File: src/hw/soc_pkg.sv
`default_nettype none

package soc_pkg;

	// bus word and address widths
	localparam int archbitsz = 32;
	localparam int addrbitsz = archbitsz - $clog2(archbitsz / 8);
	localparam int selbitsz = archbitsz / 8;

	// op codes, code 3 behaves as a read
	localparam logic [1:0] op_none = 2'd0;
	localparam logic [1:0] op_write = 2'd1;
	localparam logic [1:0] op_read = 2'd2;

	// slots on the interconnect
	localparam int slot_devtbl = 0;
	localparam int slot_ram = 1;
	localparam int slot_invalid = 2;
	localparam int slot_count = 3;

	// map sizes in words
	localparam int mapsz_devtbl = 64;
	localparam int mapsz_ram = 256;
	localparam int mapsz_invalid = 1024;

	// each base is the running sum of the earlier map sizes
	localparam int base_devtbl = 0;
	localparam int base_ram = base_devtbl + mapsz_devtbl;
	localparam int base_invalid = base_ram + mapsz_ram;

	// device ids reported through the device table
	localparam int id_devtbl = 7;
	localparam int id_ram = 1;
	localparam int id_invalid = 0;

	// device table word that holds the software reset bits
	localparam int rstctrl_word = 62;

	// reset stretch counter
	localparam int rst_cntr_bitsz = 4;

endpackage

`default_nettype wire

File: src/hw/pi1_if.sv
`timescale 1ns/1ns
`default_nettype none

interface pi1_if;

	logic [1:0] op;
	logic [soc_pkg::addrbitsz-1:0] addr;
	logic [soc_pkg::archbitsz-1:0] wdata;
	logic [soc_pkg::archbitsz-1:0] rdata;
	logic [soc_pkg::selbitsz-1:0] sel;
	// transfer ends on the edge where rdy is high
	logic rdy;

	modport master (
		output op,
		output addr,
		output wdata,
		output sel,
		input rdata,
		input rdy
	);

	modport slave (
		input op,
		input addr,
		input wdata,
		input sel,
		output rdata,
		output rdy
	);

endinterface

`default_nettype wire

File: src/hw/dev_table.sv
`timescale 1ns/1ns
`default_nettype none

module dev_table (
	input wire logic clk120mhz,
	input wire logic sys_rst_i,
	pi1_if.slave bus,
	output logic rst0_o,
	output logic rst1_o
);

	logic [soc_pkg::archbitsz-1:0] dev_id [soc_pkg::slot_count];
	logic [soc_pkg::archbitsz-1:0] dev_mapsz [soc_pkg::slot_count];
	logic [$clog2(soc_pkg::slot_count)-1:0] tbl_idx;
	logic [soc_pkg::archbitsz-1:0] rd_word;
	logic [soc_pkg::archbitsz-1:0] rdata_q;
	logic rdy_q;
	logic rst0_q;
	logic rst1_q;
	logic accept;
	logic is_ctrl;

	// id and map size per slot, as software walks them
	assign dev_id[soc_pkg::slot_devtbl] = soc_pkg::id_devtbl;
	assign dev_id[soc_pkg::slot_ram] = soc_pkg::id_ram;
	assign dev_id[soc_pkg::slot_invalid] = soc_pkg::id_invalid;
	assign dev_mapsz[soc_pkg::slot_devtbl] = soc_pkg::mapsz_devtbl;
	assign dev_mapsz[soc_pkg::slot_ram] = soc_pkg::mapsz_ram;
	assign dev_mapsz[soc_pkg::slot_invalid] = soc_pkg::mapsz_invalid;

	// a request is taken once, the cycle with rdy high is its last
	assign accept = (bus.op != soc_pkg::op_none) && !rdy_q;
	assign is_ctrl = (bus.addr == soc_pkg::rstctrl_word[soc_pkg::addrbitsz-1:0]);

	// word 2k is the id of slot k, word 2k+1 its map size
	assign tbl_idx = bus.addr[$clog2(soc_pkg::slot_count):1];

	always_comb begin
		rd_word = '0;
		if (is_ctrl) begin
			rd_word = {{(soc_pkg::archbitsz - 2){1'b0}}, rst1_q, rst0_q};
		end else if (bus.addr[soc_pkg::addrbitsz-1:1] <
			soc_pkg::slot_count[soc_pkg::addrbitsz-2:0]) begin
			rd_word = bus.addr[0] ? dev_mapsz[tbl_idx] : dev_id[tbl_idx];
		end
	end

	always_ff @(posedge clk120mhz) begin
		if (sys_rst_i) begin
			rdy_q <= 1'b0;
		end else begin
			rdy_q <= accept;
		end
	end

	always_ff @(posedge clk120mhz) begin
		rdata_q <= rd_word;
	end

	// reset control, sys_rst also withdraws a pending request
	always_ff @(posedge clk120mhz) begin
		if (sys_rst_i) begin
			rst0_q <= 1'b0;
			rst1_q <= 1'b0;
		end else if (accept && bus.op == soc_pkg::op_write && is_ctrl && bus.sel[0]) begin
			rst0_q <= bus.wdata[0];
			rst1_q <= bus.wdata[1];
		end
	end

	assign bus.rdata = rdata_q;
	assign bus.rdy = rdy_q;
	assign rst0_o = rst0_q;
	assign rst1_o = rst1_q;

endmodule

`default_nettype wire

File: src/flat_wrapper.sv
// flat-port wrapper written by rule: the top's interface ports become plain ports
module dev_table_flat 
  (clk120mhz, sys_rst_i, rst0_o, rst1_o, bus_op, bus_addr, bus_wdata, bus_sel, bus_rdata, bus_rdy);
  pi1_if bus_i ();
  input wire logic clk120mhz;
  input wire logic sys_rst_i;
  output logic rst0_o;
  output logic rst1_o;
  input wire logic [$bits(bus_i.op)-1:0] bus_op;
  input wire logic [$bits(bus_i.addr)-1:0] bus_addr;
  input wire logic [$bits(bus_i.wdata)-1:0] bus_wdata;
  input wire logic [$bits(bus_i.sel)-1:0] bus_sel;
  output wire logic [$bits(bus_i.rdata)-1:0] bus_rdata;
  output wire logic [$bits(bus_i.rdy)-1:0] bus_rdy;
  assign bus_i.op = bus_op;
  assign bus_i.addr = bus_addr;
  assign bus_i.wdata = bus_wdata;
  assign bus_i.sel = bus_sel;
  assign bus_rdata = bus_i.rdata;
  assign bus_rdy = bus_i.rdy;
  dev_table u_core (.clk120mhz(clk120mhz), .sys_rst_i(sys_rst_i), .bus(bus_i), .rst0_o(rst0_o), .rst1_o(rst1_o));
endmodule
File: config.mk
export PLATFORM = sky130hd
export DESIGN_NAME = dev_table_flat
export DESIGN_NICKNAME = d
export VERILOG_FILES = /design/src/hw/soc_pkg.sv /design/src/hw/pi1_if.sv /design/src/hw/dev_table.sv /design/src/flat_wrapper.sv
export SDC_FILE = /design/constraint.sdc
export NUM_CORES = 1
export LEC_CHECK = 0
export BUFFER_PORTS_ARGS = -buffer_cell sky130_fd_sc_hd__buf_2
export CAP_MARGIN = 20
export CORE_MARGIN = 5
export CORE_UTILIZATION = 27
export CTS_CLUSTER_SIZE = 40
export DETAILED_ROUTE_END_ITERATION = 8
export PLACE_DENSITY = 0.77
export SYNTH_ARGS = -nofsm -noshare
export SYNTH_HDL_FRONTEND = slang
export SYNTH_SLANG_ARGS = --single-unit
File: constraint.sdc
create_clock -name clk120mhz -period 1.3 [get_ports clk120mhz]
set_input_delay 0.13 -clock clk120mhz [delete_from_list [all_inputs] [get_ports clk120mhz]]
set_output_delay 0.13 -clock clk120mhz [all_outputs]
set_load 0.01 [all_outputs]
After elaboration in Yosys (flattened, before gate mapping)
Index checks and enable logic that the tools add are counted.
{ "word_totals": {"reg_bits": 35, "mem_bits_ro": 0, "ram_bits": 0, "out_inout_bits": 35, "input_bits": 70, "wordCells": 27, "memories": 0, "latchBits": 0} }
{ "op_classes": {"n_shift": 0, "n_lt_le_gt_ge": 2, "muxes": 9, "add_sub_neg": 0, "n_div": 0, "n_eq_ne": 2, "multipliers": 0, "n_bitwise": 2, "n_reduce_logical": 7} }
{ "ops": {"columns": ["op", "count"], "rows": [
  ["two-way mux 32 bit", 5],
  ["binary-select mux 32 bit (select 2 bit)", 2],
  ["equality test 30 x 6 -> 1 bit, second input constant", 1],
  ["< comparator 29 x 2 -> 1 bit, second input constant", 1],
  ["logical AND 1 bit", 4],
  ["two-way mux 2 bit", 2],
  ["greater-or-equal comparator 3 bit, second input constant", 1],
  ["inverter 2 -> 3 bit", 1],
  ["equality test 2 x 1 -> 1 bit, second input constant", 1],
  ["nonzero test 2 bit", 1],
  ["OR reduction 2 bit", 1],
  ["logical NOT 1 bit", 1],
  ["inverter 1 bit", 1]
]} }

Logic depth before layout (Yosys ltp)
{ "logic_depth": {"word_depth": 7, "mapped_depth": 5, "ltp_nobuf": 4} }

Worst setup path before layout
Ideal clock, no wire load.
{ "synth_timing": {"path_kind": "input to register", "startpoint": "input port bus_addr[29]", "endpoint": "register u_core.rdata_q, in the netlist u_core.bus.rdata[10]", "stages": 5, "setup_ns": 0.087, "required_time_ns": 1.213, "path_buffers": 1, "arrival_time_ns": 1.068, "slack_ns": 0.145, "path_cell_list": "nor4_1 nand4_1 or2_1 buf_6 nor4b_2"} }
{ "synth_via": {"elab_chain_len": 3, "elab_cells_between_ends": 4, "classes_between": "1 x order compare; 1 x eq/ne; 1 x bitwise; 1 x reduce/logical"} }
{ "synth_rtl": {"columns": ["element", "line", "text"], "rows": [
  ["start: declaration", "flat_wrapper.sv:10", "input wire logic [$bits(bus_i.addr)-1:0] bus_addr;"],
  ["< comparator 29 x 2 -> 1 bit", "dev_table.sv:42", "end else if (bus.addr[soc_pkg::addrbitsz-1:1] <"],
  ["inverter 1 bit (no line)", null, null],
  ["OR reduction 2 bit (no line) (*)", null, null],
  ["end signal: assignment", "dev_table.sv:57", "rdata_q <= rd_word;"],
  ["end: declaration", "dev_table.sv:16", "logic [soc_pkg::archbitsz-1:0] rdata_q;"]
]} }
Every way passes the cells marked *; elsewhere a longest branch is shown, timed or not.
A chain may end at the register's enable or synchronous reset.

Final worst setup path
{ "layout_timing": {"startpoint": "register u_core.rdy_q (netlist: u_core.bus.rdy)", "endpoint": "register u_core.rst1_q (netlist: u_core.rst1_o)"} }
{ "layout_via": {"elab_chain_len": 5} }
{ "layout_rtl": {"columns": ["element", "line", "text"], "rows": [
  ["start: declaration", "dev_table.sv:17", "logic rdy_q;"],
  ["start signal: assignment", "dev_table.sv:52", "rdy_q <= accept;"],
  ["logical NOT 1 bit", "dev_table.sv:32", "assign accept = (bus.op != soc_pkg::op_none) && !rdy_q;"],
  ["logical AND 1 bit", "dev_table.sv:32", null],
  ["logical AND 1 bit (3 in series)", "dev_table.sv:65", "end else if (accept && bus.op == soc_pkg::op_write && is_ctrl && bus.sel[0]) begin"],
  ["end signal: assignment", "dev_table.sv:67", "rst1_q <= bus.wdata[1];"],
  ["end: declaration", "dev_table.sv:19", "logic rst1_q;"]
]} }
Every way passes these cells.

==> qor.txt <==
status: completed
clock skew: 0.00641 ns
hold wc startpoint: sys_rst_i
vias in the first global route: 598
final WL: 1540 um
Die Ht: 57.8 um
filler instances: 249
sequential share of the synthesized area: 29.2%
Max-Cap Viols: 0
Clock Latency Late Sink: 0.25 ns
Synth Warn #: 0
CTS sink cnt: 9
GRT Util Overall: 9.11%
element type at the critical path start: flop
Tmin final: 1.14 ns
CTS tree: yes
Worst setup EP type: flop
arrival time worst endpoint: 1.32 ns
largest net degree at the start of global routing: 6
first-pass GRT wire length: 2350 um
Remaining DRCs: 0
CTS Buf Count: 3
Reg-to-Reg Start: u_core.bus.rdy
DR vias/cell: 3.87
Critical Path Start: u_core.bus.rdy
CTS Buffer Depth: 2
Final Net Count: 192
# diodes: 0
Synth cell types: 20
worst vdd ir: 0.000398 V
required time of the worst setup path: 1.48 ns
clock transition at the registers of the reported paths: 0.06 ns
Tot Pwr: 0.000608 W
postcts setup bufs: 0
initial antenna violation count: 0
Synth-to-Final Area Change: 30.4%
Slowest-stage cell, CP: dfxtp_1
IO Pins: 105
Initial Util: 28.2%
pre-CTS WS: -0.00931 ns
routability cong.: 0.746
H-tree depth: 1
synthesized area per cell: 8.45 sq um
post-DR wirelength/cell: 10.3 um
GRT overflow: 0
Cells after Synth: 73
die width: 57.8 um
most common cell after layout, fill and taps aside: buf_2
final hold viol count: 0
post-route clock period utilization: 87.4%
register bit total from synthesis: 9
DR pass1 iterations: 2
via total after detailed routing: 577
most frequent cells in the layout: buf_2, conb_1, dfxtp_1, nor4_1, nand2_1
Clock Tree Root: clkbuf_4
largest stage delay on the critical path: 0.33 ns
CP top delay family: simple AND/OR/NAND/NOR gates
Synth Cell Area: 617 sq um
Detail Route Antenna Nets: 0
core area: 2190 sq um
f_max: 880 MHz
post-synth top area share: 31.6%
RSZ-0062 raised after global routing: no
Hold WC Path Type: in2reg
leakage power: 0.410 nW
top cells by area, synth: buf_4, dfxtp_1, nor4_1, nand2b_1, nand2_1
Die ar.: 3340 sq um
Non-Filler Instances: 149
Setup TNS: 0 ns
crit-path max FO: 3
initial DRC count: 11
Pwr per Cell Area: 755 nW/um^2
area leader, netlist: buf_4
Worst Path Buf+Inv: 0
input/output buffers: 45
DP Wirelength: 1430 um
setup ws final: 0.164 ns
row count: 17
critical path class: reg2reg
share of cells above drive strength 1: 43.8%
Placed Cells: 145
endpoints failing setup: 0
fin. max-slew vios: 0
critical path, cell by cell: nor4bb_2 > and4bb_2 > mux2i_1
## layout make-up
cell class	count	area [sq um]	share of cell area, %
Clock buffer	4	26.3	3.27
Inverter	1	3.75	0.467
Multi-Input combinational cell	61	327	40.6
Sequential cell	9	180	22.4
Tap cell	28	35.0	4.35
Timing Repair Buffer	46	233	28.9
## cell families after synthesis
group | after synthesis | synth area share (%)
AOI/OAI and AO/OA | 2 | 1.62
DFF | 9 | 29.2
buffers and inverters | 28 | 34.1
other | 1 | 0.608
and+or+nand+nor | 31 | 31.2
muxes | 2 | 3.25
## metrics by stage
stage	util [%]	area (sq um)	hold slack, ns
2_1_floorplan	-	711	0.201
3_3_place_gp	35.2	772	0.348
3_5_place_dp	35.2	772	0.362
4_1_cts	36.4	798	0.0783
5_1_grt	36.7	805	0.0765
6_report	36.7	805	0.0790
## report_power, final
part,internal (W),switching (W)
Sequential,0.000278,0.00000196
Clock,0.000118,0.0000902
Combinational,0.0000512,0.0000681
Total,0.000447,0.000160
## cell usage after synthesis
master / count
a21oi_1: 2
and4bb_2: 1
buf_4: 26
buf_6: 1
conb_1: 1
dfxtp_1: 9
inv_1: 1
mux2i_1: 2
nand2_1: 6
nand2b_1: 4
nand3_1: 1
nand4_1: 1
nand4b_1: 1
nor2_1: 4
nor3_1: 2
nor4_1: 7
nor4_2: 1
nor4b_2: 1
nor4bb_1: 1
or2_1: 1
## registers in the layout, indices dropped and copies added, names as in the netlist
signal / count
u_core.bus.rdy: 1
u_core.rst0_o: 1
u_core.rst1_o: 1
u_core.bus.rdata: 6
## worst reg2reg max path: stages (launching register included)
cell	delay, ns
dfxtp_1	0.33
nor4bb_2	0.26
and4bb_2	0.30
mux2i_1	0.18
## worst paths after layout
path	end	slack, ns	depth (start not counted)
worst min-delay path	u_core.bus.rdy	0.08	2
worst max-delay path	u_core.rst1_o	0.16	3
worst min register to register	u_core.bus.rdy	0.47	1
worst max register to register	u_core.rst1_o	0.16	3
## metal layers
layer / track usage (%) / wire [um] / vias up
li1: - / - / 296
met1: 7.59 / 437 / 253
met2: 17.7 / 901 / 28
met3: 4.01 / 197 / 0
met4: 4.64 / 0 / 0
met5: 0 / 0 / -
## what timing repair did
| item | in CTS | in global routing |
|---|---|---|
| setup endpoints to repair | 0 | 1 |
| resized for setup | 0 | 1 |
| hold buffers | 0 | 0 |
(Power assumes the default switching activity.)
