<file path="src/hw/soc_pkg.sv">
`default_nettype none

package soc_pkg;

	// bus word and address widths
	localparam int archbitsz = 32;
	localparam int addrbitsz = archbitsz - $clog2(archbitsz / 8);
	localparam int selbitsz = archbitsz / 8;

	// op codes, code 3 behaves as a read
	localparam logic [1:0] op_none = 2'd0;
	localparam logic [1:0] op_write = 2'd1;
	localparam logic [1:0] op_read = 2'd2;

	// slots on the interconnect
	localparam int slot_devtbl = 0;
	localparam int slot_ram = 1;
	localparam int slot_invalid = 2;
	localparam int slot_count = 3;

	// map sizes in words
	localparam int mapsz_devtbl = 64;
	localparam int mapsz_ram = 256;
	localparam int mapsz_invalid = 1024;

	// each base is the running sum of the earlier map sizes
	localparam int base_devtbl = 0;
	localparam int base_ram = base_devtbl + mapsz_devtbl;
	localparam int base_invalid = base_ram + mapsz_ram;

	// device ids reported through the device table
	localparam int id_devtbl = 7;
	localparam int id_ram = 1;
	localparam int id_invalid = 0;

	// device table word that holds the software reset bits
	localparam int rstctrl_word = 62;

	// reset stretch counter
	localparam int rst_cntr_bitsz = 4;

endpackage

`default_nettype wire

</file>
<file path="src/hw/pi1_if.sv">
`timescale 1ns/1ns
`default_nettype none

interface pi1_if;

	logic [1:0] op;
	logic [soc_pkg::addrbitsz-1:0] addr;
	logic [soc_pkg::archbitsz-1:0] wdata;
	logic [soc_pkg::archbitsz-1:0] rdata;
	logic [soc_pkg::selbitsz-1:0] sel;
	// transfer ends on the edge where rdy is high
	logic rdy;

	modport master (
		output op,
		output addr,
		output wdata,
		output sel,
		input rdata,
		input rdy
	);

	modport slave (
		input op,
		input addr,
		input wdata,
		input sel,
		output rdata,
		output rdy
	);

endinterface

`default_nettype wire

</file>
<file path="src/hw/bus_router.sv">
`timescale 1ns/1ns
`default_nettype none

module bus_router (
	pi1_if.slave m,
	pi1_if.master s_devtbl,
	pi1_if.master s_ram
);

	logic [soc_pkg::addrbitsz-1:0] off_devtbl;
	logic [soc_pkg::addrbitsz-1:0] off_ram;
	logic hit_devtbl;
	logic hit_ram;
	logic req;
	logic [1:0] slot;

	assign req = (m.op != soc_pkg::op_none);

	// offset into each window, an address below the base wraps and misses
	assign off_devtbl = m.addr - soc_pkg::base_devtbl[soc_pkg::addrbitsz-1:0];
	assign off_ram = m.addr - soc_pkg::base_ram[soc_pkg::addrbitsz-1:0];

	assign hit_devtbl = (off_devtbl < soc_pkg::mapsz_devtbl[soc_pkg::addrbitsz-1:0]);
	assign hit_ram = (off_ram < soc_pkg::mapsz_ram[soc_pkg::addrbitsz-1:0]);

	// anything outside the real windows falls to the invalid slot
	assign slot = hit_devtbl ? soc_pkg::slot_devtbl[1:0] :
		hit_ram ? soc_pkg::slot_ram[1:0] :
		soc_pkg::slot_invalid[1:0];

	// request side, op only reaches the selected slave
	assign s_devtbl.op = (slot == soc_pkg::slot_devtbl[1:0]) ? m.op : soc_pkg::op_none;
	assign s_devtbl.addr = off_devtbl;
	assign s_devtbl.wdata = m.wdata;
	assign s_devtbl.sel = m.sel;

	assign s_ram.op = (slot == soc_pkg::slot_ram[1:0]) ? m.op : soc_pkg::op_none;
	assign s_ram.addr = off_ram;
	assign s_ram.wdata = m.wdata;
	assign s_ram.sel = m.sel;

	// response mux
	always_comb begin
		m.rdata = '0;
		m.rdy = 1'b0;
		case (slot)
			soc_pkg::slot_devtbl[1:0]: begin
				m.rdata = s_devtbl.rdata;
				m.rdy = s_devtbl.rdy;
			end
			soc_pkg::slot_ram[1:0]: begin
				m.rdata = s_ram.rdata;
				m.rdy = s_ram.rdy;
			end
			default: begin
				// invalid device, reads zero and drops writes
				m.rdy = req;
			end
		endcase
	end

endmodule

`default_nettype wire

</file>
<file path="src/flat_wrapper.sv">
// flat-port wrapper written by rule: the top's interface ports become plain ports
module bus_router_flat 
  (m_op, m_addr, m_wdata, m_sel, m_rdata, m_rdy, s_devtbl_op, s_devtbl_addr, s_devtbl_wdata, s_devtbl_sel, s_devtbl_rdata, s_devtbl_rdy, s_ram_op, s_ram_addr, s_ram_wdata, s_ram_sel, s_ram_rdata, s_ram_rdy);
  pi1_if m_i ();
  pi1_if s_devtbl_i ();
  pi1_if s_ram_i ();
  input wire logic [$bits(m_i.op)-1:0] m_op;
  input wire logic [$bits(m_i.addr)-1:0] m_addr;
  input wire logic [$bits(m_i.wdata)-1:0] m_wdata;
  input wire logic [$bits(m_i.sel)-1:0] m_sel;
  output wire logic [$bits(m_i.rdata)-1:0] m_rdata;
  output wire logic [$bits(m_i.rdy)-1:0] m_rdy;
  output wire logic [$bits(s_devtbl_i.op)-1:0] s_devtbl_op;
  output wire logic [$bits(s_devtbl_i.addr)-1:0] s_devtbl_addr;
  output wire logic [$bits(s_devtbl_i.wdata)-1:0] s_devtbl_wdata;
  output wire logic [$bits(s_devtbl_i.sel)-1:0] s_devtbl_sel;
  input wire logic [$bits(s_devtbl_i.rdata)-1:0] s_devtbl_rdata;
  input wire logic [$bits(s_devtbl_i.rdy)-1:0] s_devtbl_rdy;
  output wire logic [$bits(s_ram_i.op)-1:0] s_ram_op;
  output wire logic [$bits(s_ram_i.addr)-1:0] s_ram_addr;
  output wire logic [$bits(s_ram_i.wdata)-1:0] s_ram_wdata;
  output wire logic [$bits(s_ram_i.sel)-1:0] s_ram_sel;
  input wire logic [$bits(s_ram_i.rdata)-1:0] s_ram_rdata;
  input wire logic [$bits(s_ram_i.rdy)-1:0] s_ram_rdy;
  assign m_i.op = m_op;
  assign m_i.addr = m_addr;
  assign m_i.wdata = m_wdata;
  assign m_i.sel = m_sel;
  assign m_rdata = m_i.rdata;
  assign m_rdy = m_i.rdy;
  assign s_devtbl_op = s_devtbl_i.op;
  assign s_devtbl_addr = s_devtbl_i.addr;
  assign s_devtbl_wdata = s_devtbl_i.wdata;
  assign s_devtbl_sel = s_devtbl_i.sel;
  assign s_devtbl_i.rdata = s_devtbl_rdata;
  assign s_devtbl_i.rdy = s_devtbl_rdy;
  assign s_ram_op = s_ram_i.op;
  assign s_ram_addr = s_ram_i.addr;
  assign s_ram_wdata = s_ram_i.wdata;
  assign s_ram_sel = s_ram_i.sel;
  assign s_ram_i.rdata = s_ram_rdata;
  assign s_ram_i.rdy = s_ram_rdy;
  bus_router u_core (.m(m_i), .s_devtbl(s_devtbl_i), .s_ram(s_ram_i));
endmodule
</file>
<file path="config.mk">
export PLATFORM = sky130hd
export DESIGN_NAME = bus_router_flat
export DESIGN_NICKNAME = d
export VERILOG_FILES = /design/src/hw/soc_pkg.sv /design/src/hw/pi1_if.sv /design/src/hw/bus_router.sv /design/src/flat_wrapper.sv
export SDC_FILE = /design/constraint.sdc
export NUM_CORES = 1
export LEC_CHECK = 0
export ABC_AREA = 1
export BUFFER_PORTS_ARGS = -buffer_cell sky130_fd_sc_hd__buf_2
export CAP_MARGIN = 20
export CORE_AREA = 2 2 119 121
export DETAILED_ROUTE_END_ITERATION = 16
export DIE_AREA = 0 0 121 123
export GPL_ROUTABILITY_DRIVEN = 0
export REMOVE_ABC_BUFFERS = 1
export SYNTH_ARGS = -nofsm -noshare
export SYNTH_HDL_FRONTEND = slang
export SYNTH_SLANG_ARGS = --single-unit
</file>
<file path="constraint.sdc">
create_clock -name vclk -period 1.8
set_input_delay 0 -clock vclk [all_inputs]
set_output_delay 0 -clock vclk [all_outputs]
set_load 0.01 [all_outputs]
</file>
Yosys cells after proc, flatten, opt, wreduce, memory -nomap -nowiden --
Index checks and enable logic that the tools add are counted.
Operators by class: add/sub/neg operators 1, reduce and logical (&&, ||, !) cells 2, muxes and demuxes 6, equality and inequality tests 1, order comparisons 2
Operators by type and width (number):
- 32-bit case mux with 2 select lines | 1
- 30-bit by 7-bit < comparator with 1-bit output (second input constant) | 1
- 30-bit by 9-bit < comparator with 1-bit output (second input constant) | 1
- 30-bit by 7-bit subtractor with 30-bit output (second input constant) | 1
- 2-bit two-way mux | 4
- 2-bit by 1-bit == test with 1-bit output (second input constant) | 1
- 2-bit logical NOT | 1
- 1-bit case mux with 2 select lines | 1
- 2-bit nonzero test | 1
Storage, ports and cells: output and inout bits 169, word-level logic and storage cells 12, flip-flop bits (word level) 0, bits of input ports 134

Depth between registers and ports, before layout --
Gate-level depths: netlist of the first run.
depth after elaboration 6, gate-level depth with buffers 14, depth with buffers taken out 13

Least setup slack after synthesis of the first run --
No wires, ideal clock.
path type input port to output port, start input m_addr[6], end output m_rdata[10], path slack 0.031 ns, path buffers 1, cell stages on the path 13, required time 1.800 ns, arrival time 1.769 ns, cells stage by stage inv_1 ha_1 nand2_2 nor2_1 nand2_1 xor2_1 inv_2 nor2_1 nand3_1 nor2_4 buf_6 nand3_2 nand2_1
Between the ends: cells in the longest elaborated chain, start to end 6, elaborated cells on any way between the ends 8, those cells by class add/sub (1); order compare (2); eq/ne (1); mux (3); reduce/logical (1)
Ends and longest elaborated chain:
- start: declaration | line flat_wrapper.sv:8 | input wire logic [$bits(m_i.addr)-1:0] m_addr;
- 30-bit by 7-bit subtractor with 30-bit output (*) | line bus_router.sv:21 | assign off_ram = m.addr - soc_pkg::base_ram[soc_pkg::addrbitsz-1:0];
- via s_ram_addr[16] | line flat_wrapper.sv:20 | output wire logic [$bits(s_ram_i.addr)-1:0] s_ram_addr;
- 30-bit by 9-bit < comparator with 1-bit output (*) | line bus_router.sv:24 | assign hit_ram = (off_ram < soc_pkg::mapsz_ram[soc_pkg::addrbitsz-1:0]);
- 2-bit two-way mux (*) | line bus_router.sv:28 | hit_ram ? soc_pkg::slot_ram[1:0] :
- 2-bit two-way mux (*) | line bus_router.sv:27 | assign slot = hit_devtbl ? soc_pkg::slot_devtbl[1:0] :
- 2-bit by 1-bit == test with 1-bit output or 2-bit logical NOT (tied branches) | line bus_router.sv:46 | case (slot)
- 32-bit case mux with 2 select lines (*) | line bus_router.sv:46
- end: declaration | line flat_wrapper.sv:11 | output wire logic [$bits(m_i.rdata)-1:0] m_rdata;
Mark *: on every way through the listed nets, which the timed path passes. The rest lies on a longest branch.

Final worst setup path of the first run --
start input m_addr[7], end output s_ram_op[0]
Between the ends: cells in the longest elaborated chain, start to end 6, elaborated cells on any way between the ends 7, those cells by class add/sub (1); order compare (2); eq/ne (1); mux (3)
Ends and longest elaborated chain:
- 30-bit by 7-bit subtractor with 30-bit output | line bus_router.sv:21
- 30-bit by 9-bit < comparator with 1-bit output | line bus_router.sv:24
- 2-bit two-way mux | line bus_router.sv:28
- 2-bit two-way mux (*) | line bus_router.sv:27
- 2-bit by 1-bit == test with 1-bit output (*) | line bus_router.sv:37 | assign s_ram.op = (slot == soc_pkg::slot_ram[1:0]) ? m.op : soc_pkg::op_none;
- 2-bit two-way mux (*) | line bus_router.sv:37
- end: declaration | line flat_wrapper.sv:19 | output wire logic [$bits(s_ram_i.op)-1:0] s_ram_op;
Every way passes the cells marked *; elsewhere a longest branch is shown, timed or not.

==> results of run 1 <==
per-stage QoR:
stage	cell area (um2)	worst slack (ps)	total power [mW]	util, %	TNS [ps]
2_1_floorplan	1470	-429	0.129	-	-12210
3_3_place_gp	2910	-60.6	0.404	21.4	-1170
3_5_place_dp	2910	-85.3	0.405	21.4	-1900
4_1_cts	3020	-5.64	0.418	22.2	-22.0
5_1_grt	3270	-173	0.477	24.0	-4780
6_report	3270	-31.2	0.434	24.0	-203
per-layer routing:
metal,vias to the layer above,global-route usage [%]
li1,1414,-
met1,1284,16.6
met2,229,21.5
met3,6,14.6
met4,2,0.145
met5,-,10.1
cell usage after synthesis:
master,count
inv_2,4
clkbuf_1,3
nor2_4,8
nand2_4,3
nor2_2,6
nand3_2,10
and2_1,1
a21oi_1,1
nand3_1,38
nor3_1,1
buf_6,6
o21bai_1,2
nand2_2,5
nor2_8,2
inv_1,25
xor2_1,3
nand2_1,130
xnor2_1,1
ha_1,1
nor2_1,45
o21ai_0,1
nor3_2,1
nand3b_1,7
nand4_1,6
buf_4,108
power groups by stage:
stage                     Sequential, mW  Combinational (mW)  Clock [mW]
after floorplan                        0               0.129           0
after global placement                 0               0.404           0
after detailed placement               0               0.405           0
after CTS                              0               0.418           0
after global routing                   0               0.477           0
final                                  0               0.434           0
critical path: stages:
cell and delay, ps:
buf_6 100, buf_6 110, nor2_4 120, nand2_4 100
nor2_4 230, buf_6 130, nand2_1 40, nand2_1 60
nand2_1 70, nor2_1 90, nand3_1 110, nor2_4 120
buf_6 140, buf_6 130, nand2_4 60, nor2_2 90
buf_2 130
layout make-up:
type	instances	area [um2]	share of cell area [%]
timing repair buffer	227	1400	42.9
inverter	29	109	3.33
multi-input combinational	272	1530	46.9
tap	180	225	6.89
what timing repair did:
action                                  CTS  global route
gates resized for setup                  12            49
cloned                                    1             3
pin swaps                                 7            30
endpoints found under the setup margin   35            35
setup buffers                             5             6
how the worst min path moves through the flow:
| stage | endpoint | cells after the start | slack (ps) | startpoint |
|---|---|---|---|---|
| final | s_devtbl_sel[2] | 0 | 0.01 | m_sel[2] |
| after global routing | s_ram_wdata[10] | 0 | 0.09 | m_wdata[10] |
| after CTS | s_devtbl_sel[3] | 0 | 0.1 | m_sel[3] |
| after global placement | s_devtbl_sel[3] | 0 | 0.1 | m_sel[3] |
| after floorplan | s_devtbl_addr[0] | 0 | 0 | m_addr[0] |
| after detailed placement | s_devtbl_sel[3] | 0 | 0.1 | m_sel[3] |
kinds of logic (layout without fill, tap and decap cells):
logic type | Yosys count | after routing | synth area share [%]
buf+inv | 146 | 256 | 42.3
fa+ha+maj | 1 | 1 | 0.530
compound gates | 4 | 4 | 1.06
simple gates | 263 | 263 | 54.7
xor+xnor | 4 | 4 | 1.48
==> flow_summary.toml, run 1 <==
[sta]
setup_slack_ps = -31.2
fmax_mhz = 546
hold_viol_final = 0
finalCritPeriodShare_pct = 102
rsz0062_at_grt = "true"
setup_viol = 21
fin_crit_ps = 1830
drv_slew = 0
slew_headroom_pct = 76.7
tightestPinTransition_ps = 348
holdWs_ps = 0.0111

[floorplanning]
die_area_mm2 = 0.0149
core_mm2 = 0.0136
die_w_um = 121
ios = 303
chipHeight_um = 123
initial_core_util_pct = 17.4
row_count = 43

[route]
drt-total-wl_mm = 12.8
drc_errors = 0
met2_length_mm = 5.32
top_layer = "met5"
drtIter0Drc = 158
antenna_left = 0
wl_per_cell_um = 18.1
routed_via_density = 4.15
wl_met3_mm = 2.77
dr.pass1.iters = 6
vias = 2935
drt-met1-wl_mm = 4.63

[placed_design]
dp_hpwl_mm = 10.8
io_buffers = 177
dp.cells = 695

[status]
failed_checks = "negative setup slack"
status = "finished, violations left"

[power_and_ir_drop]
pwr-share-clk_pct = 0
power.share.switching_pct = 53.7
p_comb_share_pct = 100.0
intPower_uw = 201
pwr-share-seq_pct = 0
irDropWorstVdd_v = 0.0000964
p_per_area_mw_per_mm2 = 133
p_sw_uw = 233
total_leakage_power_nw = 1.86

[setup_path]
cp_max_fo = 6
cp.required_ps = 1800
crit_path_end = "s_ram_op[0]"
crit_start = "m_addr[7]"
start_kind = "input pin"
crit_arrival_ps = 1830
endpoint_kind = "primary output"
critPathKind = "in2out"

[synth]
ys_warn_count = 0
yosysSeqAreaShare_pct = 0
ys_top_cells_by_area = "buf_4 34%, nand2_1 21%, nand3_1 8.1%, nor2_1 7.2%, nand3_2 4.2%"
yosysTopAreaCell = "buf_4"
ys_types = 25
syn_area_per_cell_um2 = 5.65
syn_area_mm2 = 0.00236
synth_top_area_share_pct = 34.3
synth_cells = 418

[final_layout]
flops_and_latches = 0
final_net_count = 665
fin_cells = 708
layout_common_cells = "174 x buf_2, 123 x nand2_1, 34 x nor2_1"
final_layout_size_suffix_gt1_share_pct = 57.2
seqCellArea_um2 = 0
antenna_cells = 0
area_growth_pct = 38.4
clkbuf_count = 0
n_fill_cell = 1559
final_common_cell = "buf_2"

[job]
max-cap-violations = 0

[global_routing]
grt_use_total_pct = 15.2
grt_max_degree = 36
grt_pass1_vias = 2476
antenna_found_initial = 0
grt_pass1_wl_mm = 16.7
gr-total-overflow = 0

[hold_path]
holdCritPathClass = "in2out"

[clock_tree]
hold_buffers = 0
(Power assumes the default switching activity.)
==> inputs of run 2 (changes only) <==
--- a/config.mk
+++ b/config.mk
@@ -12,6 +12,7 @@
 export DETAILED_ROUTE_END_ITERATION = 16
 export DIE_AREA = 0 0 121 123
 export GPL_ROUTABILITY_DRIVEN = 0
+export MAX_ROUTING_LAYER = met4
 export REMOVE_ABC_BUFFERS = 1
 export SYNTH_ARGS = -nofsm -noshare
 export SYNTH_HDL_FRONTEND = slang
==> flow_summary.toml, run 2 (synthesis results as in run 1) <==
[global_routing]
grt_use_total_pct = 15.6
grt_pass1_vias = 2470
antenna_found_initial = 0
grt_pass1_wl_mm = 16.6
gr-total-overflow = 0
grt_max_degree = 36

[setup_path]
critPathKind = "in2out"
slowest_stage = "nor2_4"
crit_buf_inv = 6
crit_family = "simple AND/OR/NAND/NOR gates"
crit_path_cell_trace = "buf_6 > buf_6 > nor2_4 > nand2_4 > nor2_4 > buf_6 > nand2_1 > nand2_1 > nand2_1 > nor2_1 > nand3_1 > nor2_4 > buf_6 > clkbuf_16 > nand3_2 > nand2_1 > buf_2"
start_kind = "input pin"
crit_arrival_ps = 1830
cp_slowest_stage_delay_ps = 230
cp_max_fo = 7
endpoint_kind = "primary output"
cp.required_ps = 1800

[placed_design]
io_buffers = 177
postPlaceCellArea_mm2 = 0.00291
dp.cells = 695
dp_hpwl_mm = 10.8

[route]
antenna_left = 0
dr.pass1.iters = 5
drtIter0Drc = 199
vias = 2962
drc_errors = 0
wl_per_cell_um = 18.2
drt-total-wl_mm = 12.9
routed_via_density = 4.18

[floorplanning]
core_mm2 = 0.0136
row_count = 43
chipHeight_um = 123
ios = 303
die_area_mm2 = 0.0149
initial_core_util_pct = 17.4
die_w_um = 121

[power_and_ir_drop]
total_power_uw = 435
p_per_area_mw_per_mm2 = 133
irDropWorstVdd_v = 0.0000962
total_leakage_power_nw = 1.86

[final_layout]
area_growth_pct = 38.1
layout_common_cells = "174 x buf_2, 122 x nand2_1, 34 x nor2_1"
n_fill_cell = 1562
final_net_count = 665
final_common_cell = "buf_2"
clkbuf_count = 0
flops_and_latches = 0
antenna_cells = 0
seqCellArea_um2 = 0
final_layout_size_suffix_gt1_share_pct = 57.0
fin_cells = 708
final_cell_area_mm2 = 0.00326

[sta]
finalCritPeriodShare_pct = 102
final.setup.tns_ps = -278
fin_crit_ps = 1830
rsz0062_at_grt = "true"
setup_viol = 23
hold_viol_final = 0
drv_slew = 0
tightestPinTransition_ps = 345
slew_headroom_pct = 76.8
setup_slack_ps = -33.5
fmax_mhz = 545

[status]
status = "finished, violations left"
failed_checks = "negative setup slack"

[hold_path]
holdCritPathClass = "in2out"

[job]
max-cap-violations = 0

[clock_tree]
hold_buffers = 0
## run 2: path summary, 6_finish.rpt
check,startpoint,end,slack [ps],depth (start not counted)
worst min-delay path,m_sel[2],s_devtbl_sel[2],0.01,0
worst max-delay path,m_addr[7],m_rdata[21],-30,17
## run 2: stage by stage
stage | utilization, % | hold WS, ps | worst slack [ps]
final | 24.0 | 0.0111 | -33.5
after global routing | 24.0 | 0.0948 | -165
after CTS | 22.2 | 0.148 | -5.64
after detailed placement | 21.4 | 0.148 | -85.3
after global placement | 21.4 | 0.148 | -60.6
after floorplan | - | 0 | -429
## run 2: timing repair
action,in CTS,in global routing
gates cloned,1,3
setup endpoints to repair,35,35
resized for setup,12,48
buffers inserted,5,6
pin swaps,7,29
hold endpoints to repair,0,0
## run 2: power by group
group | internal, mW | switching (mW)
registers | 0 | 0
logic | 0.201 | 0.234
clock network | 0 | 0
total | 0.201 | 0.234
## run 2: final cells by class
| cell class | count | area (um2) | share of cell area [%] |
|---|---|---|---|
| multi-input combinational | 272 | 1530 | 46.8 |
| tap | 180 | 225 | 6.90 |
| inverter | 29 | 109 | 3.34 |
| timing repair buffer | 227 | 1400 | 43.0 |
## run 2: metal layers
layer | global-route usage, % | vias up | part of all wire (%)
met5 | - | - | 0
li1 | - | 1412 | -
met2 | 21.8 | 234 | 42
met3 | 14.9 | 4 | 21
met1 | 17.1 | 1312 | 37
met4 | 0 | 0 | 0.21
==> inputs of run 3 (changes only) <==
--- a/config.mk
+++ b/config.mk
@@ -13,7 +13,6 @@
 export DIE_AREA = 0 0 121 123
 export GPL_ROUTABILITY_DRIVEN = 0
 export MAX_ROUTING_LAYER = met4
-export REMOVE_ABC_BUFFERS = 1
 export SYNTH_ARGS = -nofsm -noshare
 export SYNTH_HDL_FRONTEND = slang
 export SYNTH_SLANG_ARGS = --single-unit
==> flow_summary.toml, run 3 (synthesis results as in run 1) <==
[clock_tree]
hold_buffers = 0

[sta]
drv_slew = 0
fin_crit_ps = 1790
tightestPinTransition_ps = 359
holdWs_ps = 0.00491
rsz0062_at_grt = "true"
final.setup.tns_ps = 0
hold_viol_final = 0
finalCritPeriodShare_pct = 99.3
slew_headroom_pct = 75.9
setup_slack_ps = 12.1
setup_viol = 0
fmax_mhz = 559

[power_and_ir_drop]
total_leakage_power_nw = 1.95
p_per_area_mw_per_mm2 = 133
irDropWorstVdd_v = 0.000115

[setup_path]
crit_start = "m_addr[7]"
slowest_stage = "ha_4"
critPathKind = "in2out"
crit_arrival_ps = 1790
crit_family = "buffers and inverters"
cp_max_fo = 8
cp_slowest_stage_delay_ps = 170
crit_cells = 17
start_kind = "input pin"
crit_path_cell_trace = "buf_6 > inv_4 > ha_4 > inv_1 > nor2_4 > buf_4 > buf_4 > nand4_1 > nand2_2 > nor2_1 > nand2_1 > nor2_4 > buf_12 > clkbuf_16 > nand3_1 > nand2_1 > buf_2"
endpoint_kind = "primary output"
crit_buf_inv = 8
cp.required_ps = 1800
crit_path_end = "m_rdata[29]"

[global_routing]
grt_use_total_pct = 11.3
grt_pass1_wl_mm = 13.0
grt_max_degree = 36
grt_pass1_vias = 2486
gr-total-overflow = 0
antenna_found_initial = 0

[placed_design]
post-place-ws_ps = -94.4
io_buffers = 177
postPlaceCellArea_mm2 = 0.00292
dp_hpwl_mm = 7.64

[route]
drt-met1-wl_mm = 3.96
drt-total-wl_mm = 10.1
drc_errors = 0
vias = 2895
drtIter0Drc = 115
top_layer = "met4"
dr.pass1.iters = 4
antenna_left = 0
routed_via_density = 4.03
wl_per_cell_um = 14.0
wl_met3_mm = 1.08
met2_length_mm = 4.87

[final_layout]
final_cell_area_mm2 = 0.00358
flops_and_latches = 0
area_growth_pct = 51.4
layout_common_cells = "167 x buf_2, 116 x nand2_1, 49 x buf_4"
clkbuf_count = 0
fin_util_pct = 26.3
final_net_count = 676
seqCellArea_um2 = 0
n_fill_cell = 1505
final_layout_size_suffix_gt1_share_pct = 60.1
final_common_cell = "buf_2"
antenna_cells = 0

[floorplanning]
ios = 303
row_count = 43
die_w_um = 121
initial_core_util_pct = 17.4
core_mm2 = 0.0136
die_area_mm2 = 0.0149
chipHeight_um = 123

[status]
status = "finished clean"

[synth]
synth_nets = 553

[hold_path]
holdCritPathClass = "in2out"

[job]
max-cap-violations = 0
## run 3: layout make-up
class	count	area (um2)	share of cell area (%)
inverters	29	116	3.25
well taps	180	225	6.30
multi-input cells	272	1640	45.9
repair buffers	238	1590	44.5
## run 3: per-stage QoR
| stage | power [mW] | cells |
|---|---|---|
| 2_1_floorplan | 0.377 | 418 |
| 3_3_place_gp | 0.417 | 698 |
| 3_5_place_dp | 0.417 | 698 |
| 4_1_cts | 0.462 | 711 |
| 5_1_grt | 0.521 | 719 |
| 6_report | 0.476 | 719 |
## run 3: how the worst min path moves through the flow
stage	from	endpoint	depth (start not counted)
final	m_wdata[29]	s_devtbl_wdata[29]	0
after global routing	m_wdata[3]	s_ram_wdata[3]	0
after detailed placement	m_wdata[0]	s_devtbl_wdata[0]	0
after floorplan	m_addr[10]	s_ram_addr[10]	1
after global placement	m_wdata[0]	s_devtbl_wdata[0]	0
after CTS	m_wdata[0]	s_devtbl_wdata[0]	0
## run 3: layer usage
layer  global-route usage [%]  vias up
met5                        -        -
met4                     1.74        0
met3                     3.60       26
met2                     19.6      185
met1                     13.1     1245
li1                         -     1439
## run 3: timing repair
| action | in CTS | in global routing |
|---|---|---|
| setup buffers | 11 | 3 |
| endpoints found under the setup margin | 34 | 35 |
| pin swaps | 16 | 26 |
| resized for setup | 46 | 44 |
| cloned | 2 | 6 |
## run 3: where the power goes
group	internal, mW	total, mW	leakage (nW)	switching, mW
sequential	0	0	0	0
clock	0	0	0	0
combinational	0.222	0.476	1.95	0.254
total	0.222	0.476	1.95	0.254
